**src/tau_pkg.sv**
```systemverilog
package tau_pkg;

    // Number of fractional bits in every Q2.16 sample
    localparam int FRAC_BITS = 16;

    // Signed Q2.16 sample, covering -2.0 up to just below +2.0
    typedef logic signed [17:0] sample_t;

    // Rotor angle as an unsigned fraction of one full electrical turn
    typedef logic [15:0] angle_t;

    // Wide signed accumulator for Q.32 products and their sums
    typedef logic signed [47:0] acc_t;

    // Phase c sits in the top bits and phase a in the bottom bits
    typedef struct packed {
        sample_t c;
        sample_t b;
        sample_t a;
    } abc_frame_t;

    // Stationary frame, alpha in the low half
    typedef struct packed {
        sample_t beta;
        sample_t alpha;
    } ab_frame_t;

    // Rotating frame, d in the low half
    typedef struct packed {
        sample_t q;
        sample_t d;
    } dq_frame_t;

    // Request driven by the bus master, one access per cycle
    typedef struct packed {
        logic        write_strobe;
        logic        read_strobe;
        logic [31:0] address;
        logic [31:0] write_data;
    } sb_req_t;

    // Response returned by the register block one cycle after a read
    typedef struct packed {
        logic        read_valid;
        logic [31:0] read_data;
    } sb_rsp_t;

    // Bit 1 disables the inverse chain and bit 0 disables the direct chain
    typedef struct packed {
        logic inverse_chain_disable;
        logic direct_chain_disable;
    } control_reg_t;

    // Byte offsets of the registers from the block base address
    typedef enum logic [31:0] {
        REG_CONTROL    = 32'h0000_0000,
        REG_SOFT_RESET = 32'h0000_0004
    } reg_offset_e;

    localparam logic [31:0] TAU_BASE_ADDRESS = 32'h43C0_0000;
    // Span of the block in bytes, offsets past the last register read as zero
    localparam logic [31:0] TAU_BLOCK_BYTES = 32'h0000_0010;

    // Saturation limits of sample_t
    localparam sample_t SAMPLE_MAX = 18'sh1FFFF;
    localparam sample_t SAMPLE_MIN = 18'sh20000;

    // Transform coefficients rounded to Q2.16
    localparam sample_t ONE_THIRD_Q  = 18'sd21845;
    localparam sample_t INV_SQRT3_Q  = 18'sd37837;
    localparam sample_t HALF_SQRT3_Q = 18'sd56756;

    // The sine table is indexed by the top angle bits only
    localparam int LUT_INDEX_BITS = 8;
    localparam int LUT_DEPTH = 1 << LUT_INDEX_BITS;
    localparam logic [LUT_INDEX_BITS-1:0] LUT_QUARTER_TURN = LUT_INDEX_BITS'(LUT_DEPTH / 4);

    // Rounds a Q.32 accumulator to the nearest Q2.16 value and clamps it
    function automatic sample_t round_sat(input acc_t acc);
        acc_t rounded;
        rounded = (acc + (acc_t'(1) <<< (FRAC_BITS - 1))) >>> FRAC_BITS;
        if (rounded > acc_t'(SAMPLE_MAX)) begin
            return SAMPLE_MAX;
        end
        if (rounded < acc_t'(SAMPLE_MIN)) begin
            return SAMPLE_MIN;
        end
        return rounded[17:0];
    endfunction

endpackage

```
**src/clarke.sv**
```systemverilog
`timescale 1ns/1ns

module clarke (
    input  tau_pkg::abc_frame_t in,
    output tau_pkg::ab_frame_t  out
);

    // Weighted phase sums before scaling, wide enough to never overflow
    tau_pkg::acc_t alpha_sum;
    tau_pkg::acc_t beta_sum;

    // Scaled results in Q.32, still carrying all fractional bits
    tau_pkg::acc_t alpha_acc;
    tau_pkg::acc_t beta_acc;

    // Amplitude invariant form, alpha gets two thirds of a minus the mean of b and c
    assign alpha_sum = (tau_pkg::acc_t'(in.a) <<< 1) - tau_pkg::acc_t'(in.b)
                     - tau_pkg::acc_t'(in.c);

    // Beta only depends on the difference of the two trailing phases
    assign beta_sum = tau_pkg::acc_t'(in.b) - tau_pkg::acc_t'(in.c);

    // Q2.16 sum times Q2.16 constant lands in Q.32
    assign alpha_acc = alpha_sum * tau_pkg::acc_t'(tau_pkg::ONE_THIRD_Q);
    assign beta_acc  = beta_sum * tau_pkg::acc_t'(tau_pkg::INV_SQRT3_Q);

    // Back to Q2.16 with rounding, clamped at the format limits
    assign out.alpha = tau_pkg::round_sat(alpha_acc);
    assign out.beta  = tau_pkg::round_sat(beta_acc);

endmodule

```
**config.mk**
```make
export PLATFORM = sky130hd
export DESIGN_NAME = clarke
export DESIGN_NICKNAME = d
export VERILOG_FILES = /design/src/tau_pkg.sv /design/src/clarke.sv
export SDC_FILE = /design/constraint.sdc
export NUM_CORES = 1
export LEC_CHECK = 0
export BUFFER_PORTS_ARGS = -buffer_cell sky130_fd_sc_hd__buf_2
export CORE_UTILIZATION = 55
export DETAILED_ROUTE_END_ITERATION = 8
export PLACE_DENSITY = 0.74
export SLEW_MARGIN = 20
export SYNTH_ARGS = -nofsm -noshare
export SYNTH_HDL_FRONTEND = slang
export SYNTH_SLANG_ARGS = --single-unit
```
**constraint.sdc**
```tcl
create_clock -name vclk -period 32.7
set_input_delay 4.905 -clock vclk [all_inputs]
set_output_delay 4.905 -clock vclk [all_outputs]
set_load 0.1 [all_outputs]
```
==> impl_metrics.py <==
metrics = {
    "run_status": {
        "status": "finished, final reports clean",
    },
    "cells_and_area": {
        "seqCellArea_sq_um": 0,
        "finalNetCount": 2450,
        "clockBufferCount": 0,
        "syn2layout_area_growth_pct": 5.55,
        "seq_cells": 0,
        "fillCellCount": 2414,
        "drive_gt1_share_pct": 6.54,
        "multi_input_area_sq_um": 13500,
        "diodes": 0,
    },
    "worst_setup_path": {
        "worst-endpoint-required_ps": 27790,
        "endpoint_kind": "output port",
        "crit_path_max_fanout": 17,
        "slowest_stage": "o211ai_1",
        "crit_type": "in -> out",
        "slowest_delay_ps": 790,
        "cp.arrival_ps": 15090,
        "worst_setup_path_start_kind": "input pin",
    },
    "placement": {
        "portBuffers": 90,
        "gp_congestion": 0.914,
        "dp_hpwl_um": 30900,
    },
    "die": {
        "die_h_um": 169,
        "core_sq_um": 27200,
        "io_pins": 90,
        "initial_utilization_pct": 56.5,
        "rows": 60,
        "dieArea_sq_um": 28600,
        "die-width_um": 169,
    },
    "drt": {
        "wl_um": 34200,
        "wl_per_cell_um": 15.7,
        "routed_via_density": 5.29,
        "drt_pass1_iterations": 5,
        "drt-initial-drc-count": 479,
        "route.vias.total": 11500,
        "drc": 0,
        "detail-route-antenna-nets": 0,
    },
    "global_routing": {
        "grt_pass1_wl_um": 58800,
        "grt_max_degree": 40,
        "antenna_found_initial": 0,
        "grt-ovfl-total": 0,
        "grt_pass1_vias": 12200,
        "grt_usage_pct": 25.4,
    },
    "sta": {
        "fin_tns_setup_ps": 0,
        "fmax_mhz": 50.0,
        "hold_viol_final": 0,
        "drv_slew": 0,
        "setup_violations": 0,
        "tightestPinTransition_ps": 1040,
        "period_minus_slack_ps": 20000,
        "slew_headroom_pct": 29.8,
        "min_period_over_period_pct": 61.1,
        "rsz0062_at_grt": "false",
    },
    "synthesis": {
        "syn-cell-area_sq_um": 15400,
        "synth_nets": 2375,
        "syn_inst": 1730,
        "synth_warnings": 0,
        "ys_types": 75,
        "synth.top_cell.area_share_pct": 33.8,
        "yosysMostFrequentCell": "inv_1",
        "synth_common_cells": "inv_1, ha_1, fa_1",
        "synth.area.top_cells": "fa_1, ha_1, inv_1",
        "synth_seq_area_share_pct": 0,
        "avgSynthCellArea_sq_um": 8.88,
        "synth.largest_area_cell": "fa_1",
    },
    "worst_hold_path": {
        "min_from": "in[34]",
        "hold_depth": 9,
        "worstHoldPathType": "in -> out",
        "hold_end": "out[35]",
    },
    "clock_tree": {
        "cts_hold_buf": 0,
        "cts_resized": 0,
        "cts_setup_buffers": 0,
    },
    "flow_run": {
        "cap_violations": 0,
    },
}
[metal layers]
metal  global-route usage, %  share of wire, %  vias up
li1                        -                 -     5682
met1                    33.2                44     5522
met2                    44.7                49      230
met3                    2.53               3.8       66
met4                    6.62               3.0        0
met5                       0                 0        -
[cell type report]
class / instances / area share, %
multi-input combinational: 1243 / 83.4
tap: 372 / 2.87
timing repair buffer: 92 / 2.87
inverter: 468 / 10.8
[through the flow]
| step | worst slack [ps] | cell area [sq um] | util (%) | std cells | hold slack [ps] |
|---|---|---|---|---|---|
| final | 12700 | 16200 | 59.7 | 2175 | 11160 |
| after global routing | 11860 | 16200 | 59.7 | 2175 | 11300 |
| after CTS | 12680 | 16200 | 59.7 | 2175 | 11180 |
| after detailed placement | 12690 | 16200 | 59.7 | 2175 | 11180 |
| after global placement | 12900 | 16200 | 59.7 | 2175 | 11160 |
| after floorplan | 13220 | 15400 | - | 1730 | 10790 |
[layout by cell type (no fill, tap or decap), types with 6 or more instances in the layout]
cell	count
ha_1	332
o211ai_1	6
nor2b_1	11
inv_1	467
o21bai_1	13
nand2b_1	13
nand2_1	70
xnor2_1	61
buf_2	90
or2_2	9
a31oi_1	12
nand4_1	15
nor2_1	60
a211oi_1	9
a21oi_1	83
o21a_1	14
a21o_1	45
nor3_1	14
nand3_1	22
o21ai_0	48
fa_1	259
xor2_1	44
[critical path, delay by kind of cell]
family	cells	cell delay [ps]
and+or+nand+nor	4	490
xor gates and xnor gates	1	570
adders and majority gates	9	4130
AOI/OAI and AO/OA	14	3970
buffers and inverters	7	1010
[kinds of logic after synthesis]
family	after synthesis	share of synthesized area, %
adders and majority gates	591	60.8
buffers and inverters	487	12.0
AOI/OAI and AO/OA	295	12.9
and+or+nand+nor	243	7.70
xor gates and xnor gates	106	6.13
muxes	8	0.546
[worst max path at each step]
stage / start / endpoint / slack [ps]
finish: in[18] / out[3] / 12700
detailed placement: in[18] / out[3] / 12690
CTS: in[18] / out[15] / 12680
floorplan: in[41] / out[10] / 13220
global placement: in[18] / out[13] / 12900
global route: in[18] / out[0] / 11860
Power is not shown: default switching activity piles up to over one toggle a cycle in this logic, so the estimate is an artifact.
