[src/tau_pkg.sv]
package tau_pkg;

    // Number of fractional bits in every Q2.16 sample
    localparam int FRAC_BITS = 16;

    // Signed Q2.16 sample, covering -2.0 up to just below +2.0
    typedef logic signed [17:0] sample_t;

    // Rotor angle as an unsigned fraction of one full electrical turn
    typedef logic [15:0] angle_t;

    // Wide signed accumulator for Q.32 products and their sums
    typedef logic signed [47:0] acc_t;

    // Phase c sits in the top bits and phase a in the bottom bits
    typedef struct packed {
        sample_t c;
        sample_t b;
        sample_t a;
    } abc_frame_t;

    // Stationary frame, alpha in the low half
    typedef struct packed {
        sample_t beta;
        sample_t alpha;
    } ab_frame_t;

    // Rotating frame, d in the low half
    typedef struct packed {
        sample_t q;
        sample_t d;
    } dq_frame_t;

    // Request driven by the bus master, one access per cycle
    typedef struct packed {
        logic        write_strobe;
        logic        read_strobe;
        logic [31:0] address;
        logic [31:0] write_data;
    } sb_req_t;

    // Response returned by the register block one cycle after a read
    typedef struct packed {
        logic        read_valid;
        logic [31:0] read_data;
    } sb_rsp_t;

    // Bit 1 disables the inverse chain and bit 0 disables the direct chain
    typedef struct packed {
        logic inverse_chain_disable;
        logic direct_chain_disable;
    } control_reg_t;

    // Byte offsets of the registers from the block base address
    typedef enum logic [31:0] {
        REG_CONTROL    = 32'h0000_0000,
        REG_SOFT_RESET = 32'h0000_0004
    } reg_offset_e;

    localparam logic [31:0] TAU_BASE_ADDRESS = 32'h43C0_0000;
    // Span of the block in bytes, offsets past the last register read as zero
    localparam logic [31:0] TAU_BLOCK_BYTES = 32'h0000_0010;

    // Saturation limits of sample_t
    localparam sample_t SAMPLE_MAX = 18'sh1FFFF;
    localparam sample_t SAMPLE_MIN = 18'sh20000;

    // Transform coefficients rounded to Q2.16
    localparam sample_t ONE_THIRD_Q  = 18'sd21845;
    localparam sample_t INV_SQRT3_Q  = 18'sd37837;
    localparam sample_t HALF_SQRT3_Q = 18'sd56756;

    // The sine table is indexed by the top angle bits only
    localparam int LUT_INDEX_BITS = 8;
    localparam int LUT_DEPTH = 1 << LUT_INDEX_BITS;
    localparam logic [LUT_INDEX_BITS-1:0] LUT_QUARTER_TURN = LUT_INDEX_BITS'(LUT_DEPTH / 4);

    // Rounds a Q.32 accumulator to the nearest Q2.16 value and clamps it
    function automatic sample_t round_sat(input acc_t acc);
        acc_t rounded;
        rounded = (acc + (acc_t'(1) <<< (FRAC_BITS - 1))) >>> FRAC_BITS;
        if (rounded > acc_t'(SAMPLE_MAX)) begin
            return SAMPLE_MAX;
        end
        if (rounded < acc_t'(SAMPLE_MIN)) begin
            return SAMPLE_MIN;
        end
        return rounded[17:0];
    endfunction

endpackage

[src/tau_control_unit.sv]
`timescale 1ns/1ns

module tau_control_unit (
    input  logic             clock,
    input  logic             rst_n,
    input  tau_pkg::sb_req_t sb_req,
    output tau_pkg::sb_rsp_t sb_rsp,
    output logic             direct_chain_disable,
    output logic             inverse_chain_disable,
    output logic             soft_reset
);

    // Offset of the current access relative to the block base
    logic [31:0] offset;
    logic        in_block;
    tau_pkg::reg_offset_e reg_sel;

    logic control_write;
    logic soft_reset_write;
    logic read_hit;

    tau_pkg::control_reg_t control;

    // Registered read response
    logic        read_valid;
    logic [31:0] read_data;

    // Addresses below the base wrap to a large offset and so fall outside too
    assign offset   = sb_req.address - tau_pkg::TAU_BASE_ADDRESS;
    assign in_block = offset < tau_pkg::TAU_BLOCK_BYTES;
    assign reg_sel  = tau_pkg::reg_offset_e'(offset);

    assign control_write = sb_req.write_strobe && in_block
                         && (reg_sel == tau_pkg::REG_CONTROL);
    // Only a 1 in bit 0 triggers the soft reset, other values are ignored
    assign soft_reset_write = sb_req.write_strobe && in_block
                            && (reg_sel == tau_pkg::REG_SOFT_RESET) && sb_req.write_data[0];
    assign read_hit = sb_req.read_strobe && in_block;

    always_ff @(posedge clock or negedge rst_n) begin
        if (!rst_n) begin
            control    <= '0;
            soft_reset <= 1'b0;
            read_valid <= 1'b0;
        end else begin
            if (control_write) begin
                control <= tau_pkg::control_reg_t'(sb_req.write_data[1:0]);
            end
            // Self clearing, high for exactly the cycle after the write
            soft_reset <= soft_reset_write;
            read_valid <= read_hit;
        end
    end

    // Every offset apart from the control register reads back as zero
    always_ff @(posedge clock) begin
        if (read_hit) begin
            read_data <= (reg_sel == tau_pkg::REG_CONTROL) ? {30'b0, control} : 32'b0;
        end
    end

    assign sb_rsp.read_valid = read_valid;
    assign sb_rsp.read_data  = read_data;

    assign direct_chain_disable  = control.direct_chain_disable;
    assign inverse_chain_disable = control.inverse_chain_disable;

endmodule

[config.mk]
export PLATFORM = sky130hd
export DESIGN_NAME = tau_control_unit
export DESIGN_NICKNAME = d
export VERILOG_FILES = /design/src/tau_pkg.sv /design/src/tau_control_unit.sv
export SDC_FILE = /design/constraint.sdc
export NUM_CORES = 1
export LEC_CHECK = 0
export BUFFER_PORTS_ARGS = -buffer_cell sky130_fd_sc_hd__buf_2
export CAP_MARGIN = 25
export CORE_MARGIN = 2
export CORE_UTILIZATION = 31
export DETAILED_ROUTE_END_ITERATION = 10
export GPL_TIMING_DRIVEN = 0
export PLACE_DENSITY = 0.91
export SETUP_SLACK_MARGIN = 0.1
export SLEW_MARGIN = 0
export SYNTH_ARGS = -nofsm -noshare
export SYNTH_HDL_FRONTEND = slang
export SYNTH_SLANG_ARGS = --single-unit
[constraint.sdc]
create_clock -name clock -period 2.3 [get_ports clock]
set_clock_uncertainty 0.05 [all_clocks]
set_input_delay 0.69 -clock clock [delete_from_list [all_inputs] [get_ports clock]]
set_output_delay 0.69 -clock clock [all_outputs]
set_load 0.02 [all_outputs]
==> out/summary.txt <==
Number of ports placed on the die boundary: 104
H-tree level count: 1
Met1 GRT Util: 0.0821
Number of hold violations in the final report: 0
Number of storage elements in the synthesis netlist: 6
Fraction of synthesized cell area taken by the top area cell type: 0.348
Utilization after layout: 0.524
Placer congestion estimate: 0.649
Unrepaired setup endpoints after global routing: false
Vias in the first global route: 616
Clock buffers created by TritonCTS: 3
Relative area change from synthesis to final layout: 56.8%
Fraction of registers with async set/reset: 0.667
Final cell count without fillers: 163
Number of buffer cells added on primary ports: 43
Total number of vias: 606
Horizontal extent of the die: 50.5 um
Count of yosys warnings during synthesis: 0
Worst EP required: 2.36 ns
Fin. max-slew vios: 0
Critical-path top delay cell: sky130_fd_sc_hd__or4_4
Clock sink total: 6
Count of nets after finishing: 206
Nature of the critical path startpoint: input port
Overall die area: 0.00255 mm^2
Avg Inst Size Synth: 11.0 um^2
Top achievable clock speed: 481 MHz
Clock transition at the register clock pins on the worst setup and hold paths after CTS: 0.04 ns
Final Routed Wirelength: 1460 um
Number of synthesized flops with an enable pin: 2
Largest net degree at the start of global routing: 5
Worst supply voltage drop on vdd: 0.199 mV
Buffers plus inverters on the worst setup path: 1
Leading register cell type out of synthesis: sky130_fd_sc_hd__dfrtp_1
Clock tree buffer depth: 2
Placeable core area: 0.00200 mm^2
FF-to-FF path depth: 1
Synth cell count leaders: 31 x sky130_fd_sc_hd__buf_4, 4 x sky130_fd_sc_hd__dfrtp_1, 4 x sky130_fd_sc_hd__nor4_4
Vertical extent of the die: 50.5 um
Overall global routing resource usage: 0.125
Number of antenna violations at the first check in global routing: 0
Crit end category: flip-flop
Class of the most critical hold timing path: in2async
WP depth: 5
Count of antenna-violating nets left after detailed routing: 0
Avg WL per Cell: 8.94 um
Power consumption: 0.340 mW
Path type of the worst setup path: in2reg
Initial core utilization: 0.334
Clock root buffer: sky130_fd_sc_hd__clkbuf_4
Cells after DPL: 160
Library cell with the largest summed area after synthesis: sky130_fd_sc_hd__buf_4
Total iterations of the first detailed-routing run: 4
Total of cells resized after clock tree synthesis: 0
Most Used Layer, Global Route: met2
Antenna diode instance count: 0
Buffers inserted by post-CTS timing repair: 0
Period utilization: 0.904
TritonCTS clock tree: built
Post-DR vias/cell: 3.72
Layout fillers: 196
Status: finished, final reports clean
LEAKAGE: 0.630 nW
CP top delay family: simple AND/OR/NAND/NOR gates
Setup-failing EPs final: 0
Data arrival at the endpoint of the critical path: 2.14 ns
Most frequent cell after synthesis: sky130_fd_sc_hd__buf_4
List of cells traversed by the critical path: buf_2 > or4_4 > nand3b_4 > nor4_4 > mux2_1
Met3 routing resource usage after global routing: 0.0446
Hold bufs inserted after CTS: 0
Num rows: 16
Pwr dens: 324 mW/mm^2
Min Clock Period, post-route: 2.08 ns
Synthesized instance count: 61
Area of the mapped netlist: 669 um^2
Crit Path Max Fanout: 3
DRC violations left: 0
Global-route wire length before repair: 2370 um
First-iteration detailed-routing DRC count: 1
Delay of the slowest critical-path stage: 0.54 ns
Global route overflow: 0
Met2 usage: 0.274
Ranking of synthesized cells by area: sky130_fd_sc_hd__buf_4 35%, sky130_fd_sc_hd__dfrtp_1 15%, sky130_fd_sc_hd__nor4_4 13%, sky130_fd_sc_hd__edfxtp_1 9.0%, sky130_fd_sc_hd__nor4b_4 3.6%
Clock network latency to the later pin of the worst-skew pair: 0.23 ns
Hold Slack: 0.192 ns
Sequential fraction of the synthesis area: 0.239
Max Cap Violations: 0
Share of post-route cells with drive strength above 1: 0.647
Post-synth cell types: 19
## layout by cell type, fill, tap and decap left out, types with 2 or more instances in the layout
| master | count |
|---|---|
| sky130_fd_sc_hd__and2_1 | 2 |
| sky130_fd_sc_hd__buf_2 | 43 |
| sky130_fd_sc_hd__buf_4 | 31 |
| sky130_fd_sc_hd__clkbuf_4 | 3 |
| sky130_fd_sc_hd__conb_1 | 30 |
| sky130_fd_sc_hd__dfrtp_1 | 4 |
| sky130_fd_sc_hd__edfxtp_1 | 2 |
| sky130_fd_sc_hd__inv_1 | 2 |
| sky130_fd_sc_hd__mux2_1 | 2 |
| sky130_fd_sc_hd__nor3_1 | 3 |
| sky130_fd_sc_hd__nor4_4 | 4 |
## cell families after synthesis
kind of cell | share of synthesized area
buf+inv | 0.359
mux | 0.0336
flops | 0.239
simple gates | 0.363
other cells | 0.00560
## state kept, by name (all words and copies together), names as in the netlist
register / count
inverse_chain_disable: 1
read_valid: 1
soft_reset: 1
read_data: 2
direct_chain_disable: 1
## where the power goes
group	leakage, nW	total, mW	switching (mW)	internal (mW)
Clock	0.0138	0.0927	0.0339	0.0587
Combinational	0.546	0.137	0.0728	0.0639
Sequential	0.0697	0.110	0.000000000271	0.110
Total	0.630	0.340	0.107	0.233
## per-stage QoR
stage	setup WS (ns)	TNS [ns]	area [um^2]
global placement	0.0187	0	1030
floorplan	0.163	0	778
CTS	0.222	0	1050
detailed placement	-0.0223	-0.0231	1030
global route	0.161	0	1050
finish	0.222	0	1050
## final timing paths
kind | start | slack, ns | to
max | sb_req[45] | 0.22 | direct_chain_disable
min | rst_n | 0.19 | soft_reset
min in group clock | inverse_chain_disable | 0.47 | inverse_chain_disable
min reg2reg | inverse_chain_disable | 0.47 | inverse_chain_disable
max in group asynchronous | rst_n | 1.89 | read_valid
max reg2reg | direct_chain_disable | 1.45 | direct_chain_disable
## layer usage
metal,wire (um),vias to the layer above
met5,0,-
met4,42,0
met3,183,6
met2,856,38
met1,375,262
li1,-,300
## layout make-up
cell class / instances / area, um^2 / area share
well taps: 27 / 33.8 / 0.0322
flip-flops and latches: 6 / 160 / 0.153
multi-input cells: 51 / 378 / 0.360
repair buffers: 43 / 215 / 0.205
plain buffers: 31 / 233 / 0.222
inverters: 2 / 7.51 / 0.00715
clock buffers: 3 / 22.5 / 0.0215
Power figures use the tool's default switching activity.
