$ cat config.mk
export PLATFORM = sky130hd
export DESIGN_NAME = anti_clarke
export DESIGN_NICKNAME = d
export VERILOG_FILES = /design/src/tau_pkg.sv /design/src/anti_clarke.sv
export SDC_FILE = /design/constraint.sdc
export NUM_CORES = 1
export LEC_CHECK = 0
export ABC_AREA = 1
export BUFFER_PORTS_ARGS = -buffer_cell sky130_fd_sc_hd__buf_2
export CORE_AREA = 2 2 173 158
export DETAILED_ROUTE_END_ITERATION = 16
export DIE_AREA = 0 0 175 160
export GPL_ROUTABILITY_DRIVEN = 0
export GPL_TIMING_DRIVEN = 0
export PLACE_DENSITY_LB_ADDON = 0.25
export SYNTH_ARGS = -nofsm -noshare
export SYNTH_HDL_FRONTEND = slang
export SYNTH_SLANG_ARGS = --single-unit
$ cat constraint.sdc
create_clock -name vclk -period 11.15
set_input_delay 1.115 -clock vclk [all_inputs]
set_output_delay 1.115 -clock vclk [all_outputs]
set_load 0.05 [all_outputs]
$ cat src/tau_pkg.sv
package tau_pkg;

    // Number of fractional bits in every Q2.16 sample
    localparam int FRAC_BITS = 16;

    // Signed Q2.16 sample, covering -2.0 up to just below +2.0
    typedef logic signed [17:0] sample_t;

    // Rotor angle as an unsigned fraction of one full electrical turn
    typedef logic [15:0] angle_t;

    // Wide signed accumulator for Q.32 products and their sums
    typedef logic signed [47:0] acc_t;

    // Phase c sits in the top bits and phase a in the bottom bits
    typedef struct packed {
        sample_t c;
        sample_t b;
        sample_t a;
    } abc_frame_t;

    // Stationary frame, alpha in the low half
    typedef struct packed {
        sample_t beta;
        sample_t alpha;
    } ab_frame_t;

    // Rotating frame, d in the low half
    typedef struct packed {
        sample_t q;
        sample_t d;
    } dq_frame_t;

    // Request driven by the bus master, one access per cycle
    typedef struct packed {
        logic        write_strobe;
        logic        read_strobe;
        logic [31:0] address;
        logic [31:0] write_data;
    } sb_req_t;

    // Response returned by the register block one cycle after a read
    typedef struct packed {
        logic        read_valid;
        logic [31:0] read_data;
    } sb_rsp_t;

    // Bit 1 disables the inverse chain and bit 0 disables the direct chain
    typedef struct packed {
        logic inverse_chain_disable;
        logic direct_chain_disable;
    } control_reg_t;

    // Byte offsets of the registers from the block base address
    typedef enum logic [31:0] {
        REG_CONTROL    = 32'h0000_0000,
        REG_SOFT_RESET = 32'h0000_0004
    } reg_offset_e;

    localparam logic [31:0] TAU_BASE_ADDRESS = 32'h43C0_0000;
    // Span of the block in bytes, offsets past the last register read as zero
    localparam logic [31:0] TAU_BLOCK_BYTES = 32'h0000_0010;

    // Saturation limits of sample_t
    localparam sample_t SAMPLE_MAX = 18'sh1FFFF;
    localparam sample_t SAMPLE_MIN = 18'sh20000;

    // Transform coefficients rounded to Q2.16
    localparam sample_t ONE_THIRD_Q  = 18'sd21845;
    localparam sample_t INV_SQRT3_Q  = 18'sd37837;
    localparam sample_t HALF_SQRT3_Q = 18'sd56756;

    // The sine table is indexed by the top angle bits only
    localparam int LUT_INDEX_BITS = 8;
    localparam int LUT_DEPTH = 1 << LUT_INDEX_BITS;
    localparam logic [LUT_INDEX_BITS-1:0] LUT_QUARTER_TURN = LUT_INDEX_BITS'(LUT_DEPTH / 4);

    // Rounds a Q.32 accumulator to the nearest Q2.16 value and clamps it
    function automatic sample_t round_sat(input acc_t acc);
        acc_t rounded;
        rounded = (acc + (acc_t'(1) <<< (FRAC_BITS - 1))) >>> FRAC_BITS;
        if (rounded > acc_t'(SAMPLE_MAX)) begin
            return SAMPLE_MAX;
        end
        if (rounded < acc_t'(SAMPLE_MIN)) begin
            return SAMPLE_MIN;
        end
        return rounded[17:0];
    endfunction

endpackage

$ cat src/anti_clarke.sv
`timescale 1ns/1ns

module anti_clarke (
    input  tau_pkg::ab_frame_t  in,
    output tau_pkg::abc_frame_t out
);

    // Alpha moved into the Q.32 domain so it lines up with the products
    tau_pkg::acc_t alpha_full;
    tau_pkg::acc_t alpha_half;

    // The sqrt(3)/2 weighted beta term is shared by phases b and c
    tau_pkg::acc_t beta_term;

    tau_pkg::acc_t b_acc;
    tau_pkg::acc_t c_acc;

    // One shift less gives half of alpha without any rounding loss
    assign alpha_full = tau_pkg::acc_t'(in.alpha) <<< tau_pkg::FRAC_BITS;
    assign alpha_half = tau_pkg::acc_t'(in.alpha) <<< (tau_pkg::FRAC_BITS - 1);

    assign beta_term = tau_pkg::acc_t'(in.beta) * tau_pkg::acc_t'(tau_pkg::HALF_SQRT3_Q);

    // Phases b and c are placed 120 degrees either side of phase a
    assign b_acc = beta_term - alpha_half;
    assign c_acc = -alpha_half - beta_term;

    // Phase a is alpha itself, passed through the same output stage
    assign out.a = tau_pkg::round_sat(alpha_full);
    assign out.b = tau_pkg::round_sat(b_acc);
    assign out.c = tau_pkg::round_sat(c_acc);

endmodule

==> results.md, run 1 <==
* Status: completed
* Synthesized area per cell at 6.82 sq um
* Synth top area cells: ha_1, fa_1, inv_1, nand2_1, a21oi_1
* Largest net degree at the start of global routing at 23
* Fin nets at 2197
* Syn. warnings at 0
* Final hold vios at 0
* Fin Setup TNS at 0 ns
* Minimum clock period at 10.33 ns
* DRT Pass-1 Iters at 5
* Most frequent CP cell: nand2_1
* Final Max Slew Viols at 0
* Post-DP HPWL at 27.5 mm
* Die H at roughly 160 um
* GR Util All Layers at between 20% and 30%
* Clock buf count at 0
* Yosys top cell area share at 23.7%
* Max_cap viols at 0
* Area of the multi-input gates at 9860 sq um
* Post-synthesis sequential area ratio at 0%
* Die X at 175 um
* N_diodes at 0
* Core area at 26500 sq um
* First-pass GRT wire length at ~50 mm
* Seq cells at 0
* WS Path Type: in2out
* HP Class: in2out
* Vias in the first global route at 10400
* Synth cell count leaders: inv_1, nand2_1, ha_1
* F_max at approximately 97 MHz
* Netlist cell types at 44
* Row Count at 57
* Post-detailed-route via-to-cell ratio at 4.84
* Starting density of the core at approximately 44%
* 1st-iter DRT viols at 588
* Overflow after GRT at 0
* Antenna-violating nets left at 0
* CP Data Required Time at 10.04 ns
* Most common cell in the netlist: inv_1
* Initial antenna violation count at 0
* DP Cell Count at 2155
* Port Buffers at 90
* Post-synth top area cell: ha_1
* CP arrival at 9.22 ns
* DP Worst Slack at 0.845 ns
* RSZ-0062 raised after global routing: false
* # setup viols final at 0
* Critical Path Slowest Stage Cell: fa_1
* CP Capture Type: primary output
* I/O pin total at 90
* PnR worst setup slack at slightly above 0.8 ns
* Final wirelength at 29.6 mm
* Mapped Cells at 1711
* Drt wl/cell at 13.7 um
* CP Launch Type: input port
* Ratio of cells with drive above 1 in the final layout at 9.55%
* Period utilization at between 90% and 100%
* Peak per-stage delay on the critical path at roughly 0.56 ns
* Slew @ Worst Pin at between 0.5 and 0.6 ns
* Vias at 10400
* DIE AREA at roughly 28000 sq um
* Area Growth Syn to Fin at 7.65%
* Syn Nets at 2105
* Slew margin rel. at 62.6%
* Worst-path fanout max at 22
* Fillers at 2804
* Hold buffer count at CTS at 0
* Finished Layout Cells at 2155
* FF/Latch Area at 0 sq um
* Post-CTS setup buffer count at 0
* Worst hold path depth at 3
* Post-CTS sizing at 0
* Synth Cell Area at 11700 sq um
* DRC Markers at 0
==> worst max-delay path: cells and delay by family <==
family	cells	cell delay, ns
compound gates	5	0.90
fa+ha+maj	9	4.01
buf+inv	7	1.19
xor+xnor	1	0.36
simple gates	11	1.63
==> layout make-up <==
cell class	instances	area share (%)
tap	354	3.52
timing repair buffer	90	3.58
buffer	23	1.04
multi-input combinational	1239	78.4
inverter	449	13.4
==> layout by cell type (no fill, tap or decap), types with 8 or more instances in the layout <==
cell type,synthesis,final
a21o_1,8,8
a21oi_1,100,100
buf_2,0,90
clkbuf_1,19,19
fa_1,137,137
ha_1,221,221
inv_1,440,440
inv_2,9,9
nand2_1,377,377
nand2_2,40,40
nand3_1,52,52
nand4_1,8,8
nor2_1,106,106
nor3_1,14,14
o21ai_0,46,46
o21bai_1,10,10
xnor2_1,23,23
xor2_1,41,41
==> per-stage QoR <==
| stage | hold WS [ns] | utilization (%) | area, sq um |
|---|---|---|---|
| 2_1_floorplan | 2.50 | - | 11700 |
| 3_3_place_gp | 2.60 | 47.5 | 12600 |
| 3_5_place_dp | 2.61 | 47.5 | 12600 |
| 4_1_cts | 2.61 | 47.5 | 12600 |
| 5_1_grt | 2.61 | 47.5 | 12600 |
| 6_report | 2.61 | 47.5 | 12600 |
==> kinds of logic after synthesis <==
kind of cell | share of synthesized area (%)
fa+ha+maj | 47.2
xor+xnor | 4.80
simple gates | 23.4
compound gates | 9.11
buf+inv | 15.5
==> per-layer routing <==
layer / global-route usage (%) / up-vias / wire length, um
li1: - / 5364 / -
met3: 0.524 / 32 / 963
met4: 3.14 / 0 / 539
met1: 29.2 / 4825 / 13800
met2: 38.8 / 217 / 14300
met5: 0 / - / 0
==> final timing paths <==
path | slack (ns) | endpoint | startpoint
min | 2.61 | out[13] | in[13]
max | 0.82 | out[28] | in[35]
Power of run 1 is left out: the tool's default activity adds up to more than one toggle a clock period on the data nets, which glitch-free logic cannot reach.
==> run 2: changes to the inputs <==
CORE_AREA = 2 2 165 167   (was 2 2 173 158)
DIE_AREA = 0 0 167 169   (was 0 0 175 160)
==> results.md, run 2 (synthesis results as in run 1) <==
* Status: completed
* I/O pin total at 90
* FF/Latch Area at 0 sq um
* Slew @ Worst Pin at roughly 0.56 ns
* Post-CTS setup buffer count at 0
* CP arrival at just over 9 ns
* Die X at between 150 and 200 um
* RSZ-0062 raised after global routing: false
* Post-CTS sizing at 0
* DP Worst Slack at 0.809 ns
* Period utilization at between 90% and 100%
* Worst Hold Path EP: out[16]
* Peak per-stage delay on the critical path at roughly 0.55 ns
* DRT Pass-1 Iters at 6
* Max_cap viols at 0
* Post-DP HPWL at approximately 27 mm
* Largest net degree at the start of global routing at 23
* Port Buffers at 90
* Final hold vios at 0
* Slew margin rel. at 62.5%
* Worst-path fanout max at 22
* HP Class: in2out
* Drt wl/cell at roughly 14 um
* Worst hold path depth at 3
* F_max at 97.0 MHz
* Antenna-violating nets left at 0
* CP Capture Type: primary output
* Commonest non-fill, non-tap cell in the layout: inv_1
* Hold buffer count at CTS at 0
* Fin nets at 2197
* Most frequent CP cell: nand2_1
* DIE AREA at around 28000 sq um
* Critical Path Slowest Stage Cell: fa_1
* Post-detailed-route via-to-cell ratio at 4.84
* Vias in the first global route at around 10000
* Clock buf count at 0
* Row Count at 60
* Final Max Slew Viols at 0
* CP Launch Type: input port
* Most frequent cells in the layout: inv_1, nand2_1, ha_1, fa_1, nor2_1
* Fillers at roughly 2800
* Final wirelength at between 20 and 30 mm
* Overflow after GRT at 0
* Ratio of cells with drive above 1 in the final layout at 9.55%
* Minimum clock period at 10.31 ns
* N_diodes at 0
* Starting density of the core at 44.1%
* Vias at 10400
* 1st-iter DRT viols at 482
* DRC Markers at 0
* Die H at 169 um
* CP Data Required Time at 10.04 ns
* Core area at 26500 sq um
* PnR worst setup slack at 0.841 ns
* Fin Setup TNS at 0 ns
* Area Growth Syn to Fin at 7.51%
* First-pass GRT wire length at 49.3 mm
* Seq cells at 0
* Initial antenna violation count at 0
* # setup viols final at 0
* Worst Hold Launch: in[16]
* GR Util All Layers at 21.2%
* WS Path Type: in2out
==> run 2: cell counts in the layout (fill, tap and decap cells not counted) <==
No cell type changed its count.
==> run 2: metrics by stage <==
step | std cells | cell area [sq um] | util (%) | hold WS [ns]
after floorplan | 1711 | 11700 | - | 2.50
after global placement | 2142 | 12600 | 47.4 | 2.60
after detailed placement | 2142 | 12600 | 47.4 | 2.61
after CTS | 2142 | 12600 | 47.4 | 2.61
after global routing | 2142 | 12600 | 47.4 | 2.62
final | 2142 | 12600 | 47.4 | 2.60
==> run 2: per-layer routing <==
metal	vias to the layer above	part of all wire [%]	wire length (um)	track usage (%)
met5	-	0	0	0
met3	49	2.2	659	0.257
li1	5379	-	-	-
met4	0	2.3	692	3.97
met1	4728	47	13900	28.2
met2	209	48	14300	39.2
==> run 2: final cells by class <==
class | count | area (sq um) | area share [%]
well taps | 341 | 427 | 3.40
inverters | 449 | 1690 | 13.4
multi-input cells | 1239 | 9860 | 78.6
plain buffers | 23 | 130 | 1.04
repair buffers | 90 | 450 | 3.59
==> run 2: how the worst max path moves through the flow <==
stage           start      end  slack [ns]  depth (start not counted)
4_1_cts        in[35]  out[28]        0.79                         33
3_5_place_dp   in[35]  out[28]        0.81                         33
5_1_grt        in[35]  out[34]        0.19                         37
6_report       in[35]  out[28]        0.84                         33
3_3_place_gp   in[35]  out[31]        0.86                         33
2_1_floorplan  in[34]  out[36]        1.88                         36
==> run 2: worst max-delay path: cells and delay by family <==
family	cells	cell delay, ns
AOI/OAI and AO/OA	5	0.91
xor gates and xnor gates	1	0.32
adders and majority gates	9	3.99
buffers and inverters	7	1.21
and+or+nand+nor	11	1.65
Power of run 2 is left out for the same reason.
==> run 3: changes to the inputs <==
BUFFER_PORTS_ARGS = -buffer_cell sky130_fd_sc_hd__clkbuf_2   (was -buffer_cell sky130_fd_sc_hd__buf_2)
CORE_AREA = 2 2 186 188   (was 2 2 165 167)
DIE_AREA = 0 0 188 190   (was 0 0 167 169)
SLEW_MARGIN = 10   (was unset)
==> results.md, run 3 (synthesis results as in run 1) <==
* Slew margin rel. at 62.7%
* Peak per-stage delay on the critical path at 0.55 ns
* DRT Pass-1 Iters at 6
* Seq cells at 0
* CP arrival at 9.31 ns
* Most frequent CP cell: nand2_1
* Final Max Slew Viols at 0
* Overflow after GRT at 0
* Most frequent cells in the layout: inv_1, nand2_1, ha_1, fa_1, nor2_1
* HP Class: in2out
* Row Count at 68
* Worst path buffer plus inverter count at 7
* Post-DP HPWL at 28.8 mm
* Period utilization at 93.5%
* Worst-path fanout max at 22
* Core area at approximately 34000 sq um
* Clock buf count at 0
* Drt wl/cell at 13.7 um
* Util after Layout at 37.4%
* Die H at 190 um
* Status: completed
* Port Buffers at 90
* CP delay by family, top: adder cells
* CP Capture Type: primary output
* Crit path launch: in[35]
* Largest net degree at the start of global routing at 23
* I/O pin total at 90
* Area Growth Syn to Fin at 8.75%
* Starting density of the core at 34.4%
* Fin Setup TNS at 0 ns
* Vias in the first global route at around 11000
* CP Launch Type: input port
* Antenna-violating nets left at 0
* RSZ-0062 raised after global routing: false
* Commonest non-fill, non-tap cell in the layout: inv_1
* FF/Latch Area at 0 sq um
* Final wirelength at 30.8 mm
* Ratio of cells with drive above 1 in the final layout at 9.61%
* 1st-iter DRT viols at 484
* Minimum clock period at around 10 ns
* Fin nets at 2197
* Final hold vios at 0
* WS Path Type: in2out
* DIE AREA at 35700 sq um
* Die X at approximately 190 um
* Critical Path Slowest Stage Cell: fa_1
* First-pass GRT wire length at 51.3 mm
* Slew @ Worst Pin at 0.559 ns
* GR Util All Layers at between 10% and 20%
* F_max at ~96 MHz
* Initial antenna violation count at 0
* # setup viols final at 0
* DRC Markers at 0
* N_diodes at 0
* CP Data Required Time at roughly 10 ns
* Vias at 10300
* Max_cap viols at 0
* Worst Hold Launch: in[14]
* Hold buffer count at CTS at 0
* Post-detailed-route via-to-cell ratio at 4.58
-- run 3: cell type report --
| type | instances | area [sq um] |
|---|---|---|
| Timing Repair Buffer | 90 | 450 |
| Inverter | 449 | 1690 |
| Tap cell | 455 | 569 |
| Multi-Input combinational cell | 1239 | 9860 |
| Buffer | 23 | 130 |
| Fill cell | 3700 | 21200 |
-- run 3: repair_timing --
item / 4_1_cts / 5_1_grt
gates resized for setup: 0 / 2
hold endpoints to repair: 0 / 0
buffers inserted: 0 / 0
endpoints found under the setup margin: 0 / 10
-- run 3: path summary, 6_finish.rpt --
| kind | slack [ns] | cells past startpoint | to |
|---|---|---|---|
| worst max-delay path | 0.73 | 33 | out[26] |
| worst min-delay path | 2.62 | 3 | out[14] |
-- run 3: metal layers --
layer | GRT usage [%] | vias up | wire, um
met2 | 31.9 | 212 | 14500
met3 | 0.609 | 34 | 1050
met1 | 23.8 | 4730 | 14800
met5 | 0 | - | 0
li1 | - | 5359 | -
met4 | 2.67 | 0 | 512
-- run 3: metrics by stage --
step                      worst slack [ns]  instances  instance area [sq um]  hold WS (ns)
final                                0.728       2256                  12700          2.62
after global routing                 0.112       2256                  12700          2.64
after detailed placement             0.588       2256                  12700          2.62
after CTS                            0.553       2256                  12700          2.62
after global placement               0.656       2256                  12700          2.62
after floorplan                       1.88       1711                  11700          2.50
Power of run 3 is left out for the same reason.
